`src/tracker_pkg.sv`:
```
package tracker_pkg;

    // ==================================================================
    // Vector types
    // ==================================================================

    // Raw D5M pixel
    typedef logic [11:0] pix_data_t;

    // Column and line inside a frame
    typedef logic [9:0]  coord_x_t;
    typedef logic [8:0]  coord_y_t;

    // Per-frame totals
    typedef logic [18:0] hit_count_t;
    typedef logic [28:0] sum_x_t;
    typedef logic [27:0] sum_y_t;

    // Captured frames since reset
    typedef logic [15:0] frame_count_t;

    // ==================================================================
    // Constants
    // ==================================================================

    // Object pixel when value at or above this
    localparam pix_data_t detect_threshold = 12'hC00;

    // Smallest blob taken as a real target
    localparam hit_count_t min_hits = 19'd16;

    // Miss frames in a row before the target is dropped
    localparam logic [2:0] lost_frames = 3'd4;

    // ==================================================================
    // Bundles
    // ==================================================================

    // One decoded pixel
    typedef struct packed {
        coord_x_t x;
        coord_y_t y;
        logic     dval;
        logic     hit;
    } pixel_t;

    // Frame centroid
    typedef struct packed {
        coord_x_t x;
        coord_y_t y;
    } centroid_t;

    // Tracked target as seen by the outside
    typedef struct packed {
        centroid_t pos;
        logic      on_screen;
    } target_t;

endpackage

```
`src/pixel_decode.sv`:
```
`timescale 1ns/1ps

module pixel_decode (
    input  logic                     D5M_PIXLCLK,
    input  logic                     rst,
    input  tracker_pkg::pix_data_t   d5m_d,
    input  logic                     d5m_fval,
    input  logic                     d5m_lval,
    input  logic                     start,
    input  logic                     stop,
    output tracker_pkg::pixel_t      pixel,
    output logic                     frame_end,
    output tracker_pkg::frame_count_t frame_count
);
    import tracker_pkg::*;

    // Pin registers
    pix_data_t d_r;
    logic      fval_r;
    logic      lval_r;

    // One more stage for edge detection
    logic      fval_d;
    logic      lval_d;

    // Capture control
    logic      armed;
    logic      capture;
    logic      capture_now;

    logic      fval_rise;
    logic      fval_fall;
    logic      lval_rise;
    logic      lval_fall;

    // ==================================================================
    // Camera input stage
    // ==================================================================

    // Pixel data is payload only
    always_ff @(posedge D5M_PIXLCLK)
    begin
        d_r <= d5m_d;
    end

    always_ff @(posedge D5M_PIXLCLK)
    begin
        if (rst)
        begin
            fval_r <= 1'b0;
            lval_r <= 1'b0;
            fval_d <= 1'b0;
            lval_d <= 1'b0;
        end
        else
        begin
            fval_r <= d5m_fval;
            lval_r <= d5m_lval;
            fval_d <= fval_r;
            lval_d <= lval_r;
        end
    end

    assign fval_rise = fval_r & ~fval_d;
    assign fval_fall = ~fval_r & fval_d;
    assign lval_rise = lval_r & ~lval_d;
    assign lval_fall = ~lval_r & lval_d;

    // Decision for a new frame is taken on its first cycle
    assign capture_now = fval_rise ? armed : capture;

    // ==================================================================
    // Capture control and counting
    // ==================================================================

    always_ff @(posedge D5M_PIXLCLK)
    begin
        if (rst)
        begin
            armed       <= 1'b0;
            capture     <= 1'b0;
            pixel       <= '0;
            frame_end   <= 1'b0;
            frame_count <= '0;
        end
        else
        begin
            // Stop wins over a coincident start
            if (stop)
                armed <= 1'b0;
            else if (start)
                armed <= 1'b1;

            // Frame capture only changes at frame edges
            if (fval_rise)
                capture <= armed;
            else if (fval_fall)
                capture <= 1'b0;

            // Column restarts per line
            if (lval_rise)
                pixel.x <= '0;
            else if (lval_r)
                pixel.x <= pixel.x + 1'b1;

            // Line restarts per frame, steps at end of line
            if (fval_rise)
                pixel.y <= '0;
            else if (lval_fall)
                pixel.y <= pixel.y + 1'b1;

            pixel.dval <= fval_r & lval_r & capture_now;
            pixel.hit  <= fval_r & lval_r & capture_now & (d_r >= detect_threshold);

            frame_end <= fval_fall & capture;
            if (frame_end)
                frame_count <= frame_count + 1'b1;
        end
    end

    // A frame is at least two cycles long
    assert property (@(posedge D5M_PIXLCLK) disable iff (rst)
        frame_end |=> !frame_end);

endmodule

```
`src/centroid_accum.sv`:
```
`timescale 1ns/1ps

module centroid_accum (
    input  logic                    D5M_PIXLCLK,
    input  logic                    rst,
    input  tracker_pkg::pixel_t     pixel,
    input  logic                    frame_end,
    output logic                    div_start,
    output logic                    miss,
    output tracker_pkg::sum_x_t     sum_x,
    output tracker_pkg::sum_y_t     sum_y,
    output tracker_pkg::hit_count_t hits
);
    import tracker_pkg::*;

    // Running totals for the frame in progress
    sum_x_t     acc_x;
    sum_y_t     acc_y;
    hit_count_t acc_n;

    // Object pixel of the current cycle
    logic       take;

    // Enough pixels for a centroid
    logic       enough;

    assign take   = pixel.dval & pixel.hit;
    assign enough = (acc_n >= min_hits);

    // ==================================================================
    // Accumulators
    // ==================================================================

    always_ff @(posedge D5M_PIXLCLK)
    begin
        if (rst)
        begin
            acc_x <= '0;
            acc_y <= '0;
            acc_n <= '0;
        end
        else if (frame_end)
        begin
            // Fresh start for the next frame
            acc_x <= '0;
            acc_y <= '0;
            acc_n <= '0;
        end
        else if (take)
        begin
            acc_x <= acc_x + sum_x_t'(pixel.x);
            acc_y <= acc_y + sum_y_t'(pixel.y);
            acc_n <= acc_n + 1'b1;
        end
    end

    // ==================================================================
    // Frame-end hand-off
    // ==================================================================

    // Totals stay put until the next frame ends
    always_ff @(posedge D5M_PIXLCLK)
    begin
        if (frame_end)
        begin
            sum_x <= acc_x;
            sum_y <= acc_y;
            hits  <= acc_n;
        end
    end

    // Either a divide or a miss, one cycle after frame end
    always_ff @(posedge D5M_PIXLCLK)
    begin
        if (rst)
        begin
            div_start <= 1'b0;
            miss      <= 1'b0;
        end
        else
        begin
            div_start <= frame_end & enough;
            miss      <= frame_end & ~enough;
        end
    end

    assert property (@(posedge D5M_PIXLCLK) disable iff (rst)
        !(div_start && miss));

endmodule

```
`src/centroid_divider.sv`:
```
`timescale 1ns/1ps

module centroid_divider (
    input  logic                    D5M_PIXLCLK,
    input  logic                    rst,
    input  logic                    div_start,
    input  tracker_pkg::sum_x_t     sum_x,
    input  tracker_pkg::sum_y_t     sum_y,
    input  tracker_pkg::hit_count_t hits,
    output logic                    cent_val,
    output tracker_pkg::centroid_t  cent
);
    import tracker_pkg::*;

    typedef enum logic [1:0] {IDLE, DIV_X, DIV_Y} div_state_t;

    div_state_t state;
    logic [4:0] step;
    logic       fin;

    // Dividend shifts out at the top, quotient enters at the bottom
    sum_x_t     dvd;
    hit_count_t rem;
    hit_count_t divisor;
    sum_y_t     sum_y_q;
    coord_x_t   quot_x;

    // One restoring step
    logic [$bits(hit_count_t):0] partial;
    logic                        q_bit;
    hit_count_t                  rem_next;

    always_comb
    begin
        partial  = {rem, dvd[$bits(sum_x_t)-1]};
        q_bit    = (partial >= {1'b0, divisor});
        rem_next = q_bit ? hit_count_t'(partial - {1'b0, divisor})
                         : partial[$bits(hit_count_t)-1:0];
    end

    // ==================================================================
    // Sequencer
    // ==================================================================

    always_ff @(posedge D5M_PIXLCLK)
    begin
        if (rst)
        begin
            state    <= IDLE;
            step     <= '0;
            fin      <= 1'b0;
            cent_val <= 1'b0;
            cent     <= '0;
        end
        else
        begin
            fin      <= 1'b0;
            cent_val <= fin;
            // Both quotients leave together
            if (fin)
                cent <= '{x: quot_x, y: dvd[$bits(coord_y_t)-1:0]};
            case (state)
                IDLE:
                begin
                    if (div_start)
                    begin
                        state <= DIV_X;
                        step  <= 5'($bits(sum_x_t) - 1);
                    end
                end
                DIV_X:
                begin
                    step <= step - 1'b1;
                    if (step == '0)
                    begin
                        state <= DIV_Y;
                        step  <= 5'($bits(sum_y_t) - 1);
                    end
                end
                DIV_Y:
                begin
                    step <= step - 1'b1;
                    if (step == '0)
                    begin
                        state <= IDLE;
                        fin   <= 1'b1;
                    end
                end
                default: state <= IDLE;
            endcase
        end
    end

    // ==================================================================
    // Datapath
    // ==================================================================

    always_ff @(posedge D5M_PIXLCLK)
    begin
        case (state)
            IDLE:
            begin
                if (div_start)
                begin
                    dvd     <= sum_x;
                    rem     <= '0;
                    divisor <= hits;
                    sum_y_q <= sum_y;
                end
            end
            DIV_X:
            begin
                if (step == '0)
                begin
                    // Keep x, then left-align y in the shifter
                    quot_x <= {dvd[$bits(coord_x_t)-2:0], q_bit};
                    dvd    <= {sum_y_q, 1'b0};
                    rem    <= '0;
                end
                else
                begin
                    dvd <= {dvd[$bits(sum_x_t)-2:0], q_bit};
                    rem <= rem_next;
                end
            end
            DIV_Y:
            begin
                dvd <= {dvd[$bits(sum_x_t)-2:0], q_bit};
                rem <= rem_next;
            end
            default:
            begin
                rem <= '0;
            end
        endcase
    end

    // Frames must not end faster than one division
    assert property (@(posedge D5M_PIXLCLK) disable iff (rst)
        div_start |-> (state == IDLE));

endmodule

```
`src/target_tracker.sv`:
```
`timescale 1ns/1ps

module target_tracker (
    input  logic                   D5M_PIXLCLK,
    input  logic                   rst,
    input  logic                   cent_val,
    input  tracker_pkg::centroid_t cent,
    input  logic                   miss,
    output tracker_pkg::target_t   target,
    output logic                   target_valid
);
    import tracker_pkg::*;

    // Misses in a row, saturates at the drop count
    logic [2:0] miss_cnt;

    // Next miss is the one that drops the target
    logic       last_miss;

    assign last_miss = (miss_cnt >= lost_frames - 3'd1);

    // ==================================================================
    // Target state
    // ==================================================================

    always_ff @(posedge D5M_PIXLCLK)
    begin
        if (rst)
        begin
            target       <= '0;
            miss_cnt     <= '0;
            target_valid <= 1'b0;
        end
        else
        begin
            // Every frame result is an update
            target_valid <= cent_val | miss;

            if (cent_val)
            begin
                // Fresh centroid
                target.pos       <= cent;
                target.on_screen <= 1'b1;
                miss_cnt         <= '0;
            end
            else if (miss)
            begin
                if (miss_cnt != lost_frames)
                    miss_cnt <= miss_cnt + 1'b1;
                // Last known position is kept
                if (last_miss)
                    target.on_screen <= 1'b0;
            end
        end
    end

endmodule

```
`src/object_tracker_top.sv`:
```
`timescale 1ns/1ps

module object_tracker_top (
    input  logic                      D5M_PIXLCLK,
    input  logic                      rst,
    input  tracker_pkg::pix_data_t    D5M_D,
    input  logic                      D5M_FVAL,
    input  logic                      D5M_LVAL,
    input  logic                      start,
    input  logic                      stop,
    output tracker_pkg::target_t      target,
    output logic                      target_valid,
    output tracker_pkg::frame_count_t frame_count
);
    import tracker_pkg::*;

    // ==================================================================
    // Pipeline wires
    // ==================================================================

    pixel_t     pixel;
    logic       frame_end;
    logic       div_start;
    logic       miss;
    sum_x_t     sum_x;
    sum_y_t     sum_y;
    hit_count_t hits;
    logic       cent_val;
    centroid_t  cent;

    // Pins to classified pixels
    pixel_decode pixel_decode_i (
        .D5M_PIXLCLK (D5M_PIXLCLK),
        .rst         (rst),
        .d5m_d       (D5M_D),
        .d5m_fval    (D5M_FVAL),
        .d5m_lval    (D5M_LVAL),
        .start       (start),
        .stop        (stop),
        .pixel       (pixel),
        .frame_end   (frame_end),
        .frame_count (frame_count)
    );

    // Frame sums
    centroid_accum centroid_accum_i (
        .D5M_PIXLCLK (D5M_PIXLCLK),
        .rst         (rst),
        .pixel       (pixel),
        .frame_end   (frame_end),
        .div_start   (div_start),
        .miss        (miss),
        .sum_x       (sum_x),
        .sum_y       (sum_y),
        .hits        (hits)
    );

    // Sums to mean position
    centroid_divider centroid_divider_i (
        .D5M_PIXLCLK (D5M_PIXLCLK),
        .rst         (rst),
        .div_start   (div_start),
        .sum_x       (sum_x),
        .sum_y       (sum_y),
        .hits        (hits),
        .cent_val    (cent_val),
        .cent        (cent)
    );

    // Held target and on-screen flag
    target_tracker target_tracker_i (
        .D5M_PIXLCLK  (D5M_PIXLCLK),
        .rst          (rst),
        .cent_val     (cent_val),
        .cent         (cent),
        .miss         (miss),
        .target       (target),
        .target_valid (target_valid)
    );

endmodule

```
`config.mk`:
```
export PLATFORM = sky130hd
export DESIGN_NAME = object_tracker_top
export DESIGN_NICKNAME = d
export VERILOG_FILES = /design/src/tracker_pkg.sv /design/src/pixel_decode.sv /design/src/centroid_accum.sv /design/src/centroid_divider.sv /design/src/target_tracker.sv /design/src/object_tracker_top.sv
export SDC_FILE = /design/constraint.sdc
export NUM_CORES = 1
export LEC_CHECK = 0
export BUFFER_PORTS_ARGS = -buffer_cell sky130_fd_sc_hd__buf_2
export CORE_MARGIN = 2
export CORE_UTILIZATION = 60
export CTS_CLUSTER_DIAMETER = 60
export DETAILED_ROUTE_END_ITERATION = 16
export GPL_TIMING_DRIVEN = 1
export HOLD_SLACK_MARGIN = 0.08
export PLACE_DENSITY = 0.83
export SLEW_MARGIN = 15
export SYNTH_ARGS = -nofsm -noshare
export SYNTH_HDL_FRONTEND = slang
export SYNTH_SLANG_ARGS = --single-unit
```
`constraint.sdc`:
```
create_clock -name D5M_PIXLCLK -period 7.6 [get_ports D5M_PIXLCLK]
set_input_delay 0.76 -clock D5M_PIXLCLK [delete_from_list [all_inputs] [get_ports D5M_PIXLCLK]]
set_output_delay 0.76 -clock D5M_PIXLCLK [all_outputs]
set_load 0.01 [all_outputs]
```
==> results of run 1 <==
how the worst max path moves through the flow:
stage | slack, ns | endpoint | cells after the start | startpoint
global route | 4.26 | centroid_divider_i.rem[14] | 10 | centroid_divider_i.divisor[0]
detailed placement | 4.47 | centroid_accum_i.acc_x[22] | 6 | rst
global placement | 4.47 | centroid_accum_i.acc_x[22] | 6 | rst
finish | 4.49 | centroid_divider_i.rem[4] | 10 | centroid_divider_i.divisor[0]
floorplan | 4.24 | pixel_decode_i.frame_count[13] | 5 | pixel_decode_i.frame_end
CTS | 4.50 | centroid_divider_i.rem[10] | 10 | centroid_divider_i.divisor[0]
worst max-delay path, stage by stage, from the launching register on:
cell	delay (ns)
edfxtp_1	0.37
ha_1	0.24
fa_1	0.41
nand2b_1	0.20
a211oi_2	0.25
o311ai_1	0.15
a21oi_1	0.19
a2111o_1	0.38
buf_4	0.36
mux2i_1	0.23
nor2_1	0.06
through the flow:
step,instances,setup WS (ns)
floorplan,1391,4.24
global placement,1719,4.47
detailed placement,1719,4.47
CTS,1787,4.50
global route,1788,4.26
finish,1788,4.49
final cells by class:
class	instances	area, um^2
sequential	357	8960
fill	1819	8020
multi-input combinational	921	5820
clock buffer	54	1090
tap	330	413
timing repair buffer	57	338
inverter	55	206
clock inverter	14	179
sequential cells by signal, indices dropped and copies added, names as in the netlist, 20 cells and up:
signal                      flops
centroid_accum_i.sum_x         29
target_tracker_i.target        20
centroid_accum_i.acc_y         28
centroid_divider_i.sum_y_q     28
centroid_accum_i.sum_y         28
pixel_decode_i.pixel           21
centroid_accum_i.acc_x         29
centroid_divider_i.dvd         29
where the power goes:
group	total, W	internal [W]	switching, W
Clock	0.00185	0.00111	0.000741
Combinational	0.000508	0.000176	0.000332
Sequential	0.00218	0.00213	0.0000444
Total	0.00454	0.00342	0.00112
metal layers:
metal  GRT usage (%)  up-vias  routed length [um]
li1                -     5036                   -
met1            28.8     4930               12800
met2            39.9      263               14500
met3            3.53       59                1450
met4            7.88        0                 801
met5               0        -                   0
placed cells by master (no fill, tap or decap), types with 9 or more instances in the layout:
cell type / netlist / final
a21o_1: 12 / 12
a21oi_1: 103 / 103
a22oi_1: 30 / 30
and3_1: 19 / 19
buf_2: 5 / 44
buf_4: 1 / 12
clkbuf_1: 44 / 9
clkbuf_16: 0 / 39
dfxtp_1: 176 / 175
edfxtp_1: 181 / 181
ha_1: 54 / 53
inv_1: 55 / 55
mux2i_1: 56 / 56
nand2_1: 94 / 94
nand3_1: 35 / 35
nand4_1: 21 / 21
nor2_1: 201 / 200
nor2b_1: 10 / 10
nor3_1: 20 / 20
o21a_1: 11 / 11
o21ai_0: 53 / 53
or3_1: 26 / 26
xnor2_1: 36 / 36
xor2_1: 45 / 45
kinds of logic after synthesis:
group	Yosys count	synth area share [%]
muxes	57	3.75
buffers and inverters	113	3.14
and+or+nand+nor	460	13.8
AOI/OAI and AO/OA	266	11.1
adders and majority gates	57	4.83
DFF	357	58.8
xor gates and xnor gates	81	4.65
==> metrics, run 1 <==
# DRC=0; CTS tree=built; fin area=approximately 0.017 mm^2; drt pass-1 iters=5; gpl congestion=0.854; Critical Path AT=around 3.4 ns; width of the die=roughly 160 um; reg2reg setup slack=between 4 and 5 ns; Hold Crit Depth=1; Top FF cell, synth=edfxtp_1; setup TNS=0 ns; synth unique cells=69; Leak=6.24 nW; slew of the pin with the lowest slew margin=1.17 ns; Util after Layout=~68%; via count=~10000; power density of the placed cells=between 200 and 300 mW/mm^2; Final Hold Fails=0; Initial Utilization=~60%; final global-route overflow total=0; Yosys warnings=0; CP Launch Type=flip-flop; gr usage total=22.8%; via density per instance=about 5.8; Layout Nets=approximately 1500; Die Area=0.0267 mm^2; Final min period=between 3 and 4 ns; sink of the worst hold path=pixel_decode_i.d_r[10]; count leader, synth=nor2_1; Placement Cell Area=between 0.015 and 0.02 mm^2; #FFs+latches synth=roughly 360; sequential element share of the synthesized area=58.8%; Rel. slew slack=a little over a fifth; max-slew violation count=0; Crit path required time=between 7 and 8 ns; Post-synth ARST share=0%; Worst Setup Path Type=flip-flop to flip-flop; Routed Wire Length=29600 um; diode count=0; Cell Area, Synth=0.0152 mm^2; Setup Buffers After CTS=0; hold_ws=0.347 ns; Root Buffer Master=clkbuf_16; RSZ-0062 raised after global routing=false; Die Y=between 150 and 200 um; initial DRC count=about 830; I/O Buffers=44; startpoint of the worst hold path=D5M_D[10]; largest area contributor in the netlist=edfxtp_1; EDFF count, synth=around 180; clock skew=about 0.026 ns; initial antenna violation count=0; RR Startpoint=centroid_divider_i.divisor[0]; HP Class=input pin to flip-flop; Worst Setup End Kind=flip-flop; Post-Synthesis Net Count=about 1500; cells after synthesis=between 1000 and 1500; Power Total=about 0.0045 W; Peak VDD IR=approximately 220 uV; reg-to-reg endpoint=centroid_divider_i.rem[4]; fin crit share=~41%; Commonest cells post-synth=nor2_1 (201), edfxtp_1 (181), dfxtp_1 (176), a21oi_1 (103), nand2_1 (94); CTS resizes=0; antenna-violating nets left=0; Ports=55; Final setup viols=0; Synth area leaders=edfxtp_1 (36%), dfxtp_1 (23%), nor2_1 (5.0%), ha_1 (4.4%), mux2i_1 (3.7%); CTS Buffer Depth=3; first-pass GRT wire length=about 50000 um; Synth top area share=roughly 36%; Max-cap violations=0; vias in the first global route=roughly 10000; TritonCTS Buffers=37; Clock Latency Late Sink=about 0.54 ns; area delta synth->final=11.6%; layout cell share with drive strength beyond 1=under 10%; Post-CTS Hold Buffers=0; Mapped Avg Cell Area=approximately 11 um^2; Core Rows=just under 60; H-tree levels=2; WL/cell=16.5 um; largest net degree at the start of global routing=84; worst-path fanout max=17; Sink Count=around 360; Core Box Area=between 0.02 and 0.03 mm^2; run status=finished clean; highest clock rate=between 0.3 and 0.4 GHz; clock-pin slew on the worst setup and hold paths=0.06 ns; dpl hpwl=~19000 um; Worst R2R Path Depth=10
No activity file was read; power rests on OpenSTA's default activity.
==> run 2, diff against run 1 <==
- ABC_AREA: not set -> 1
- PLACE_DENSITY: 0.83 -> 0.82
- clock period: 7.6 -> 3.1 ns (I/O delays scaled with it)
==> run 2 against run 1 <==
  * Sequential share of layout area is 3.9 points lower
  * Count of clock-buffer cells in the layout is 10 lower
  * Via count is 25% higher
  * Hold slack worse by 0.19 ns
  * Synthesized area is 8.2% higher
  * Sequential power is 140% higher
  * Critical endpoint is now centroid_divider_i.rem[16]
  * Combinational power is 88% higher
  * Largest power group unchanged
  * Synthesized cell count is 40% higher
  * Non-clock buffer count is 9 higher
  * Flip-flop and latch count stayed put
  * Critical path type unchanged
  * Power is 130% higher
==> metrics, run 2 <==
cells after synthesis=about 2000; Top Registers=centroid_accum_i.acc_x x29, centroid_accum_i.sum_x x29, centroid_divider_i.dvd x29; CTS Buffer Depth=3; most common cell after layout, fill and taps aside=nand2_1; Setup Buffers After CTS=0; Final Hold Fails=0; power density of the placed cells=579 mW/mm^2; final global-route overflow total=0; antenna-violating nets left=0; CTS tree=built; max-slew violation count=0; sw frac=about a quarter; Non-Filler Instances=approximately 2400; largest area contributor in the netlist=edfxtp_1; Core Box Area=0.0270 mm^2; initial antenna violation count=0; Compound-Gate Fraction of Synth Area=under 10%; WL/cell=about 14 um; worst-path fanout max=22; Initial Utilization=61.2%; CP Launch Type=flip-flop; first-pass GRT wire length=roughly 57000 um; Synth top area share=around a third; area delta synth->final=11.4%; sequential element share of the synthesized area=between 50 and 60%; initial DRC count=slightly below 1000; #FFs+latches synth=roughly 360; Synth area leaders=edfxtp_1 (33%), dfxtp_1 (21%), nand2_1 (9.6%), nor2_1 (6.6%), inv_1 (5.9%); Commonest cells post-synth=nand2_1 (422), nor2_1 (291), inv_1 (260), edfxtp_1 (181), dfxtp_1 (176); largest net degree at the start of global routing=65; setup TNS=0 ns; Int Pwr=~0.0081 W; Cell Area, Synth=between 0.015 and 0.02 mm^2; width of the die=170 um; post-synthesis mux area share=0%; RSZ-0062 raised after global routing=false; H-tree levels=2; Power Total=around 0.011 W; Worst Setup End Kind=flip-flop; Rel. slew slack=33.9%; clock skew=0.0226 ns; Yosys warnings=0; slew of the pin with the lowest slew margin=approximately 1 ns; Final setup viols=0; largest family of logic cells by synthesized area=simple AND/OR/NAND/NOR gates; gr usage total=24.1%; Synth Area in XOR/XNOR=approximately 1.5%; Post-synth ARST share=0%; NetSw=approximately 0.0026 W; Sink Count=between 300 and 400; synth unique cells=42; count leader, synth=nand2_1; area share of and/or/nand/nor cells after synthesis=24.7%; most frequent cells in the layout=nand2_1 (422), nor2_1 (289), inv_1 (259), edfxtp_1 (181), dfxtp_1 (175); run status=finished clean; clock group share of total power=between 40% and 50%; Max-cap violations=0; Root Buffer Master=clkbuf_16; Leak=~7.9 nW; Worst Setup Path Type=flip-flop to flip-flop; Top FF cell, synth=edfxtp_1; Routed Wire Length=approximately 34000 um; HP Class=input pin to flip-flop; vias in the first global route=12200; TritonCTS Buffers=37; via count=12800; Layout Nets=2084; Ports=55; Post-Synthesis Net Count=2029; gpl congestion=between 0.9 and 1; diode count=0; Die Y=170 um; dpl cells=between 2000 and 2500; drt pass-1 iters=6; Mapped Avg Cell Area=around 8.4 um^2; highest clock rate=just under 0.4 GHz; Synth Area in Adders=around 4.5%; sequential power share=49.1%; Die Area=between 0.02 and 0.03 mm^2; Crit path required time=approximately 3.4 ns; EDFF count, synth=181; clock-pin slew on the worst setup and hold paths=0.06 ns; # DRC=0; Critical Path AT=about 2.8 ns; Comb power frac=about 9.0%; Core Rows=60; layout cell share with drive strength beyond 1=a little over 7%; Final min period=~2.5 ns; dpl hpwl=23200 um; I/O Buffers=between 40 and 50; Clock Latency Late Sink=roughly 0.53 ns; via density per instance=between 5 and 6; fin crit share=roughly 82%; Peak VDD IR=519 uV
==> run 2: cell types whose count changed after synthesis, sizes merged, moves of 23 or more <==
cell	before	now
nand3	35	154
o21ai	56	104
xor2	45	22
xnor2	36	6
mux2i	56	0
nor2	201	300
nand2	94	428
a22oi	30	0
inv	55	262
or3	26	0
==> run 2: power by group through the flow <==
stage | Combinational, W | Sequential [W] | Clock [W]
finish | 0.000955 | 0.00522 | 0.00445
global route | 0.00107 | 0.00524 | 0.00470
floorplan | 0.000710 | 0.00529 | 0
CTS | 0.000955 | 0.00522 | 0.00453
global placement | 0.000922 | 0.00532 | 0
detailed placement | 0.000942 | 0.00532 | 0
==> run 2: worst paths after layout <==
check	endpoint	slack, ns	cells after the start	start
worst max-delay path	centroid_divider_i.rem[16]	0.55	13	centroid_divider_i.dvd[28]
worst min-delay path	target_tracker_i.target[0]	0.16	2	rst
worst max register to register	centroid_divider_i.rem[16]	0.55	13	centroid_divider_i.dvd[28]
worst min register to register	centroid_divider_i.sum_y_q[14]	0.41	0	centroid_accum_i.sum_y[14]
==> run 2: through the flow <==
stage                     setup slack (ns)  area, um^2  hold slack [ns]  util [%]
after detailed placement             0.568       17100            0.405      63.3
after global routing                 0.336       18400            0.182      68.1
final                                0.553       18400            0.158      68.1
after CTS                            0.555       18400            0.141      68.1
after floorplan                      0.710       16500            0.338         -
after global placement               0.646       17100            0.400      63.3
==> run 2: cell families after synthesis <==
logic type      after synthesis
xor+xnor                     28
flops                       357
compound gates              232
buf+inv                     313
fa+ha+maj                    57
simple gates                967
==> run 2: routing by layer <==
metal  wire (um)  vias up  part of all wire (%)  track usage, %
li1            -     6483                     -               -
met1       14600     5936                    43            30.5
met2       16700      333                    49            42.5
met3        1630       70                   4.8            3.15
met4         849        0                   2.5            8.55
met5           0        -                     0               0
==> run 2: layout make-up <==
class / instances / area, um^2
fillers: 2038 / 8590
inverters: 263 / 990
clock inverters: 23 / 240
flip-flops and latches: 357 / 8960
clock buffers: 44 / 993
well taps: 341 / 427
multi-input cells: 1284 / 6320
repair buffers: 66 / 425
==> run 2: critical path, stage by stage, from the launching register on <==
cell and delay, ns:
edfxtp_1 0.36, inv_1 0.06, ha_1 0.20, fa_1 0.42
inv_1 0.10, nand3_1 0.08, nand3_2 0.12, nand3_1 0.11
nand3_1 0.12, nand2_2 0.13, nand2_4 0.27, inv_4 0.15
nor2_1 0.14, nor2_1 0.05
==> run 2: repair_timing <==
action,in CTS,in global routing
resized for setup,0,0
endpoints found under the hold margin,5,0
hold buffers,6,0
